[src/verilog/cache_pkg.sv]
package cache_pkg;

   // address split into tag, index and offset
   localparam int ADDR_W     = 16;
   localparam int LINE_BYTES = 16;
   localparam int LINE_W     = LINE_BYTES * 8;
   localparam int OFFSET_W   = 4;
   localparam int INDEX_W    = 5;
   localparam int TAG_W      = ADDR_W - INDEX_W - OFFSET_W;
   localparam int NUM_LINES  = 1 << INDEX_W;

   typedef logic [ADDR_W-1:0]     addr_t;
   typedef logic [LINE_W-1:0]     line_t;
   typedef logic [LINE_BYTES-1:0] byte_mask_t;
   typedef logic [TAG_W-1:0]      tag_t;
   typedef logic [INDEX_W-1:0]    index_t;
   typedef logic [OFFSET_W-1:0]   offset_t;
   typedef logic [3:0]            size_t;

   // size codes on the processor port
   // any code not listed here behaves as a full line write
   localparam size_t SIZE_FULL = 4'd0;
   localparam size_t SIZE_B1   = 4'd1;
   localparam size_t SIZE_B2   = 4'd2;
   localparam size_t SIZE_B4   = 4'd4;
   localparam size_t SIZE_B8   = 4'd8;

   // enable runs before shifting by the offset
   localparam byte_mask_t RUN_B1   = 16'h0001;
   localparam byte_mask_t RUN_B2   = 16'h0003;
   localparam byte_mask_t RUN_B4   = 16'h000f;
   localparam byte_mask_t RUN_B8   = 16'h00ff;
   localparam byte_mask_t RUN_FULL = 16'hffff;

endpackage
[src/verilog/cache_top.sv]
module cache_top
(
   input  logic                 clk,
   input  logic                 rst_n,
   input  logic                 enable,
   input  logic                 rw,
   input  cache_pkg::addr_t     addr,
   input  cache_pkg::size_t     size,
   input  cache_pkg::line_t     data_write,
   output cache_pkg::line_t     data_read,
   output logic                 ready,
   output logic                 bus_en,
   output logic                 bus_wr,
   output cache_pkg::addr_t     bus_addr,
   output cache_pkg::line_t     bus_write,
   input  logic                 bus_ready,
   input  cache_pkg::line_t     bus_read
);

   cache_pkg::index_t     req_index;
   cache_pkg::tag_t       req_tag;
   cache_pkg::offset_t    req_offset;
   cache_pkg::size_t      req_size;
   cache_pkg::line_t      req_data;
   logic                  tag_fill;
   logic                  tag_mark_dirty;
   logic                  fill_we;
   logic                  word_we;
   logic                  hit;
   logic                  victim_dirty;
   cache_pkg::tag_t       victim_tag;
   cache_pkg::byte_mask_t wr_mask;
   cache_pkg::line_t      wr_line;
   cache_pkg::line_t      rd_line;

   // the line at req_index feeds both the processor and the write-back
   assign data_read = rd_line;
   assign bus_write = rd_line;

   cache_ctrl cache_ctrl_i
   (
      .clk            (clk),
      .rst_n          (rst_n),
      .enable         (enable),
      .rw             (rw),
      .addr           (addr),
      .size           (size),
      .data_write     (data_write),
      .hit            (hit),
      .victim_dirty   (victim_dirty),
      .victim_tag     (victim_tag),
      .bus_ready      (bus_ready),
      .req_index      (req_index),
      .req_tag        (req_tag),
      .req_offset     (req_offset),
      .req_size       (req_size),
      .req_data       (req_data),
      .tag_fill       (tag_fill),
      .tag_mark_dirty (tag_mark_dirty),
      .fill_we        (fill_we),
      .word_we        (word_we),
      .ready          (ready),
      .bus_en         (bus_en),
      .bus_wr         (bus_wr),
      .bus_addr       (bus_addr)
   );

   tag_store tag_store_i
   (
      .clk            (clk),
      .rst_n          (rst_n),
      .req_index      (req_index),
      .req_tag        (req_tag),
      .tag_fill       (tag_fill),
      .tag_mark_dirty (tag_mark_dirty),
      .hit            (hit),
      .victim_dirty   (victim_dirty),
      .victim_tag     (victim_tag)
   );

   data_store data_store_i
   (
      .clk       (clk),
      .req_index (req_index),
      .fill_we   (fill_we),
      .word_we   (word_we),
      .fill_line (bus_read),
      .wr_line   (wr_line),
      .wr_mask   (wr_mask),
      .rd_line   (rd_line)
   );

   write_align write_align_i
   (
      .req_offset (req_offset),
      .req_size   (req_size),
      .req_data   (req_data),
      .wr_mask    (wr_mask),
      .wr_line    (wr_line)
   );

endmodule

[src/verilog/cache_ctrl.sv]
module cache_ctrl
(
   input  logic               clk,
   input  logic               rst_n,
   input  logic               enable,
   input  logic               rw,
   input  cache_pkg::addr_t   addr,
   input  cache_pkg::size_t   size,
   input  cache_pkg::line_t   data_write,
   input  logic               hit,
   input  logic               victim_dirty,
   input  cache_pkg::tag_t    victim_tag,
   input  logic               bus_ready,
   output cache_pkg::index_t  req_index,
   output cache_pkg::tag_t    req_tag,
   output cache_pkg::offset_t req_offset,
   output cache_pkg::size_t   req_size,
   output cache_pkg::line_t   req_data,
   output logic               tag_fill,
   output logic               tag_mark_dirty,
   output logic               fill_we,
   output logic               word_we,
   output logic               ready,
   output logic               bus_en,
   output logic               bus_wr,
   output cache_pkg::addr_t   bus_addr
);

   typedef enum logic [2:0]
   {
      st_idle,
      st_lookup,
      st_write_back,
      st_refill,
      st_access
   } state_t;

   state_t state;
   state_t next_state;
   logic   req_rw;
   logic   sample;

   // no new request while ready is still being pulsed
   assign sample = (state == st_idle) && enable && !ready;

   // request latch
   always_ff @(posedge clk)
   begin
      if (sample)
      begin
         req_tag    <= addr[cache_pkg::ADDR_W-1 -: cache_pkg::TAG_W];
         req_index  <= addr[cache_pkg::OFFSET_W +: cache_pkg::INDEX_W];
         req_offset <= addr[cache_pkg::OFFSET_W-1:0];
         req_size   <= size;
         req_data   <= data_write;
         req_rw     <= rw;
      end
   end

   always_comb
   begin
      next_state = state;
      case (state)
         st_idle:
         begin
            if (sample)
               next_state = st_lookup;
         end
         st_lookup:
         begin
            if (hit)
               next_state = st_access;
            else if (victim_dirty)
               next_state = st_write_back;
            else
               next_state = st_refill;
         end
         st_write_back:
         begin
            if (bus_ready)
               next_state = st_refill;
         end
         st_refill:
         begin
            if (bus_ready)
               next_state = st_access;
         end
         st_access:
            next_state = st_idle;
         default:
            next_state = st_idle;
      endcase
   end

   always_ff @(posedge clk or negedge rst_n)
   begin
      if (!rst_n)
      begin
         state <= st_idle;
         ready <= 1'b0;
      end
      else
      begin
         state <= next_state;
         // ready lands one cycle after access, so the write is visible
         ready <= (state == st_access);
      end
   end

   // refill writes line and tag on the completing bus cycle
   assign fill_we        = (state == st_refill) && bus_ready;
   assign tag_fill       = fill_we;
   assign word_we        = (state == st_access) && req_rw;
   assign tag_mark_dirty = word_we;

   assign bus_en = (state == st_write_back) || (state == st_refill);
   assign bus_wr = (state == st_write_back);

   // write-back goes to the victim's line, refill to the request's line
   assign bus_addr = bus_wr ?
                     {victim_tag, req_index, {cache_pkg::OFFSET_W{1'b0}}} :
                     {req_tag, req_index, {cache_pkg::OFFSET_W{1'b0}}};

   a_bus_hold: assert property (@(posedge clk) disable iff (!rst_n)
      bus_en && !bus_ready |=> $stable(bus_addr) && $stable(bus_wr))
      else $error("bus request changed while waiting for bus_ready");

   a_ready_pulse: assert property (@(posedge clk) disable iff (!rst_n)
      ready |=> !ready)
      else $error("ready held high for more than one cycle");

endmodule

[src/verilog/tag_store.sv]
module tag_store
(
   input  logic              clk,
   input  logic              rst_n,
   input  cache_pkg::index_t req_index,
   input  cache_pkg::tag_t   req_tag,
   input  logic              tag_fill,
   input  logic              tag_mark_dirty,
   output logic              hit,
   output logic              victim_dirty,
   output cache_pkg::tag_t   victim_tag
);

   cache_pkg::tag_t                tags [cache_pkg::NUM_LINES];
   logic [cache_pkg::NUM_LINES-1:0] valid;
   logic [cache_pkg::NUM_LINES-1:0] dirty;
   logic                           tag_match;

   // new tag on every refill
   always_ff @(posedge clk)
   begin
      if (tag_fill)
         tags[req_index] <= req_tag;
   end

   always_ff @(posedge clk or negedge rst_n)
   begin
      if (!rst_n)
      begin
         valid <= '0;
         dirty <= '0;
      end
      else if (tag_fill)
      begin
         // a fresh line from memory is clean
         valid[req_index] <= 1'b1;
         dirty[req_index] <= 1'b0;
      end
      else if (tag_mark_dirty)
      begin
         dirty[req_index] <= 1'b1;
      end
   end

   assign victim_tag   = tags[req_index];
   assign tag_match    = (victim_tag == req_tag);
   assign hit          = valid[req_index] && tag_match;
   // only a different, modified line needs a write-back
   assign victim_dirty = valid[req_index] && dirty[req_index] && !tag_match;

   a_one_update: assert property (@(posedge clk) disable iff (!rst_n)
      !(tag_fill && tag_mark_dirty))
      else $error("tag fill and dirty mark in the same cycle");

endmodule

[src/verilog/data_store.sv]
module data_store
(
   input  logic                  clk,
   input  cache_pkg::index_t     req_index,
   input  logic                  fill_we,
   input  logic                  word_we,
   input  cache_pkg::line_t      fill_line,
   input  cache_pkg::line_t      wr_line,
   input  cache_pkg::byte_mask_t wr_mask,
   output cache_pkg::line_t      rd_line
);

   cache_pkg::line_t mem [cache_pkg::NUM_LINES];

   always_ff @(posedge clk)
   begin
      if (fill_we)
      begin
         mem[req_index] <= fill_line;
      end
      else if (word_we)
      begin
         // only the selected bytes change
         for (int b = 0; b < cache_pkg::LINE_BYTES; b++)
         begin
            if (wr_mask[b])
               mem[req_index][b*8 +: 8] <= wr_line[b*8 +: 8];
         end
      end
   end

   // combinational read at the latched index
   assign rd_line = mem[req_index];

   a_one_writer: assert property (@(posedge clk)
      !(fill_we && word_we))
      else $error("line fill and masked write in the same cycle");

endmodule

[src/verilog/write_align.sv]
module write_align
(
   input  cache_pkg::offset_t    req_offset,
   input  cache_pkg::size_t      req_size,
   input  cache_pkg::line_t      req_data,
   output cache_pkg::byte_mask_t wr_mask,
   output cache_pkg::line_t      wr_line
);

   cache_pkg::byte_mask_t run;
   logic                  full;

   // run of byte enables for the size code
   always_comb
   begin
      full = 1'b0;
      case (req_size)
         cache_pkg::SIZE_B1: run = cache_pkg::RUN_B1;
         cache_pkg::SIZE_B2: run = cache_pkg::RUN_B2;
         cache_pkg::SIZE_B4: run = cache_pkg::RUN_B4;
         cache_pkg::SIZE_B8: run = cache_pkg::RUN_B8;
         default:
         begin
            // SIZE_FULL and unknown codes
            run  = cache_pkg::RUN_FULL;
            full = 1'b1;
         end
      endcase
   end

   // bytes shifted past byte 15 fall off the top
   always_comb
   begin
      if (full)
      begin
         wr_mask = run;
         wr_line = req_data;
      end
      else
      begin
         wr_mask = run << req_offset;
         wr_line = req_data << {req_offset, 3'b000};
      end
   end

endmodule

[config.mk]
export PLATFORM = sky130hd
export DESIGN_NAME = cache_top
export DESIGN_NICKNAME = d
export VERILOG_FILES = /design/src/verilog/cache_pkg.sv /design/src/verilog/cache_top.sv /design/src/verilog/cache_ctrl.sv /design/src/verilog/tag_store.sv /design/src/verilog/data_store.sv /design/src/verilog/write_align.sv
export SDC_FILE = /design/constraint.sdc
export NUM_CORES = 2
export LEC_CHECK = 0
export BUFFER_PORTS_ARGS = -buffer_cell sky130_fd_sc_hd__buf_2
export CORE_MARGIN = 5
export CORE_UTILIZATION = 25
export DETAILED_ROUTE_END_ITERATION = 6
export GPL_TIMING_DRIVEN = 0
export HOLD_SLACK_MARGIN = 0.08
export REMOVE_ABC_BUFFERS = 1
export SLEW_MARGIN = 20
export SYNTH_ARGS = -nofsm -noshare
export SYNTH_HDL_FRONTEND = slang
export SYNTH_MEMORY_MAX_BITS = 65536
export SYNTH_SLANG_ARGS = --single-unit
[constraint.sdc]
create_clock -name clk -period 40 [get_ports clk]
set_input_delay 2 -clock clk [delete_from_list [all_inputs] [get_ports clk]]
set_output_delay 2 -clock clk [all_outputs]
set_load 0.03 [all_outputs]
==> flow_metrics.tcl <==
set metrics [dict create \
    status "finished clean" \
    ctsHtreeMaxLevel 5 \
    placed_area_sq_um 201200 \
    die_h_um 863.5 \
    post_layout_nonfiller_instances 19320 \
    peakVddDrop_mv 0.05102 \
    cp.required_ns 38.00 \
    cts_setup_buffers 0 \
    dr.pass1.iters 6 \
    wl_per_cell_um 29.39 \
    cts_hold_buf 0 \
    cts.sinks 4542 \
    fin_area_sq_um 216200 \
    r2r_slack_ns 34.98 \
    crit_fanout 32 \
    ys_seq_elements 4542 \
    finish.utilization 0.2976 \
    critPathCaptureType "primary output" \
    hold_end "tag_store_i.valid[31]" \
    grt_first_pass_wirelength_um 767900 \
    crit_chain "buf_16, buf_16, buf_12, buf_16, buf_16, buf_16, buf_16, buf_16, mux4_2, mux4_2, mux2_2, buf_2" \
    cp.arrival_ns 6.04 \
    setup_viol 0 \
    num_io_pins 556 \
    synth_area_sq_um 182100 \
    cellLeakagePower_nw 66.86 \
    grt_usage 0.1470 \
    hold_ws_ns 0.4651 \
    r2r_end "data_store_i.mem[3][58]" \
    postRouteAntennaNets 0 \
    r2r_cells 12 \
    core_sq_um 726500 \
    holdCritPathClass "flip-flop to flip-flop" \
    area_growth_pct 18.72 \
    place.gp.congestion 0.8145 \
    synth_top_area_share 0.7369 \
    relSlewSlack 0.1726 \
    final_nets 9449 \
    worst-path-buf-inv 9 \
    die_x_um 863.5 \
    start_util 0.2507 \
    rows 313 \
    synth_top_area_cell "edfxtp_1" \
    min_period_ns 8.038 \
    synth_edf_count 4469 \
    cts.repair.resized 0 \
    netlist_instances 8566 \
    ys_warn_count 0 \
    drv_slew 0 \
    grt_max_degree 57 \
    viasPerCell 4.756 \
    rsz0062_at_grt "no" \
    die_area_sq_um 745600 \
    numCtsBuffers 448 \
    first_iter_violations 12310 \
    fin_ws_ns 31.96 \
    cts_tree "built" \
    period_share 0.2009 \
    dp_cells 18320 \
    async_flop_share 0.01497 \
    seq_area_frac_synth 0.7468 \
    fill_cells 69690 \
    cpPeakStageDelay_ns 0.74 \
    cp_top_family "buffers and inverters" \
    post-place-ws_ns 32.86 \
    vias 91870 \
    crit_slowest_cell "dfxtp_4" \
    fmax_mhz 124.4 \
    grt_remaining_overflow 0 \
    dp_hpwl_um 403600 \
    port_buffers 551 \
    min_path_cells 1 \
    clock_latency_ns 1.02 \
    drv_cap 0 \
    clock_skew_ns 0.09813 \
    first_global_vias 89700 \
    antenna_found_initial 108 \
    start_kind "flip-flop" \
    root_buffer "clkbuf_16" \
    hold_violations 0 \
    critPathMostFrequentCell "buf_16" \
    cellPowerDensity_nw_per_um2 62.31 \
    worstSetupPathType "flip-flop to primary output" \
    yosysUniqueCellTypes 73 \
    r2r-start "cache_ctrl_i.req_offset[0]" \
    wirelength_um 567700 \
    cts_buffer_depth 4 \
    syn_avg_cell_area_sq_um 21.26 \
    holdCritStartpoint "tag_store_i.valid[31]" \
    clk_transition_reported_paths_ns 0.06 \
    yosys-top-cells-area "edfxtp_1 (74%), mux4_2 (17%), nor2_1 (1.4%), mux2_2 (1.3%), mux2i_1 (1.0%)" \
    ys.flop_type "edfxtp_1" \
    tightestPinTransition_ns 1.241 \
    detail_route.drc_violations 0 \
    drive_gt1_frac 0.3454 \
]
[cells in the mapped netlist, types with 6 or more instances]
master / number
xnor2_1: 6
nor3_1: 11
a21oi_1: 109
o31ai_1: 9
o22a_1: 11
clkbuf_1: 249
o21ai_0: 95
buf_2: 247
a31oi_1: 50
mux2_2: 203
inv_1: 9
nand3b_1: 6
nand2b_1: 6
o22ai_1: 12
buf_1: 51
o21ai_1: 7
mux4_2: 1354
o21a_1: 10
dfrtp_1: 68
a211oi_1: 64
edfxtp_1: 4469
o211ai_1: 25
nand3_1: 8
or2_2: 33
nor2b_1: 48
buf_4: 140
a311oi_1: 10
mux2i_1: 185
nand2_1: 191
nor3b_1: 11
a211o_1: 13
o311ai_0: 9
a22oi_1: 44
nor2_1: 702
a2bb2oi_1: 8
and2_1: 10
[worst reg2reg max path, cell delays in order (launching register included)]
cell and delay [ns]:
edfxtp_1 0.68, buf_8 0.24, buf_16 0.18, buf_8 0.18, buf_6 0.18, buf_8 0.19, buf_8 0.21, nor4b_1 0.10
o31ai_1 0.58, a21o_1 0.22, nand2_2 0.42, and2_2 0.66, nor2_1 0.79
[worst max path at each step]
stage | end | slack [ns] | cells after the start
2_1_floorplan | bus_addr[10] | -9.10 | 5
3_3_place_gp | bus_addr[10] | -36.78 | 5
3_5_place_dp | bus_write[120] | 32.86 | 12
4_1_cts | bus_write[120] | 31.76 | 12
5_1_grt | data_read[123] | 31.58 | 12
6_report | bus_write[83] | 31.96 | 12
[power by group]
group          total (mW)  switching, mW  internal (mW)
sequential           5.54          0.129           5.41
combinational        3.73           2.27           1.46
clock                4.21           1.83           2.37
[flip-flops by register name, indices dropped and copies added, names as in the netlist, named ones only]
| register | count |
|---|---|
| cache_ctrl_i.ready | 1 |
| cache_ctrl_i.req_data | 128 |
| cache_ctrl_i.req_index | 5 |
| cache_ctrl_i.req_offset | 4 |
| cache_ctrl_i.req_rw | 1 |
| cache_ctrl_i.req_size | 4 |
| cache_ctrl_i.req_tag | 7 |
| cache_ctrl_i.state | 3 |
| data_store_i.mem | 4096 |
| tag_store_i.tags | 224 |
| tag_store_i.valid | 32 |
[cells in the final DEF (no fill, tap or decap), types with 53 or more instances in the layout]
cell type,n
a211oi_1,64
buf_16,145
buf_2,570
buf_8,53
clkbuf_1,96
clkbuf_16,450
clkinv_1,99
clkinv_2,86
dfrtp_1,68
diode_2,160
edfxtp_1,4469
mux2_2,203
mux2i_1,185
mux4_2,1354
nand2_1,155
nor2_1,677
[through the flow]
step                setup TNS, ns  power [mW]
finish                          0       13.47
CTS                             0       13.60
floorplan                -1871.79       10.48
detailed placement              0       9.427
global route                    0       13.92
global placement         -7962.55       13.13
[cells by family (layout without fill, tap and decap cells)]
| family | Yosys count | in the layout | share of synthesized area |
|---|---|---|---|
| xor gates and xnor gates | 9 | 9 | 0.0004329 |
| buffers and inverters | 698 | 1680 | 0.01905 |
| AOI/OAI and AO/OA | 505 | 505 | 0.01813 |
| and+or+nand+nor | 1063 | 1063 | 0.02459 |
| DFF | 4542 | 4542 | 0.7468 |
| other | 1 | 164 | 0.00002059 |
| muxes | 1748 | 1748 | 0.1910 |
[routing by layer]
| metal | up-vias | GRT usage | share of wire | wire length, um |
|---|---|---|---|---|
| li1 | 37030 | - | - | - |
| met1 | 49110 | 0.1982 | 0.40 | 224300 |
| met2 | 4866 | 0.2206 | 0.45 | 255300 |
| met3 | 819 | 0.04776 | 0.11 | 64640 |
| met4 | 48 | 0.05572 | 0.041 | 23120 |
| met5 | - | 0.001152 | 0.00053 | 301 |
[final cells by class]
cell class | instances | area [sq um] | share of cell area
Timing Repair Buffer | 838 | 8766 | 0.04054
Tap cell | 9607 | 12020 | 0.05560
Clock buffer | 551 | 11690 | 0.05407
Sequential cell | 4542 | 136000 | 0.6291
Inverter | 9 | 36.28 | 0.0001678
Multi-Input combinational cell | 3329 | 44440 | 0.2056
Clock inverter | 282 | 2834 | 0.01311
Antenna cell | 160 | 400.4 | 0.001852
Note: power is estimated with default switching activity, not from simulation.
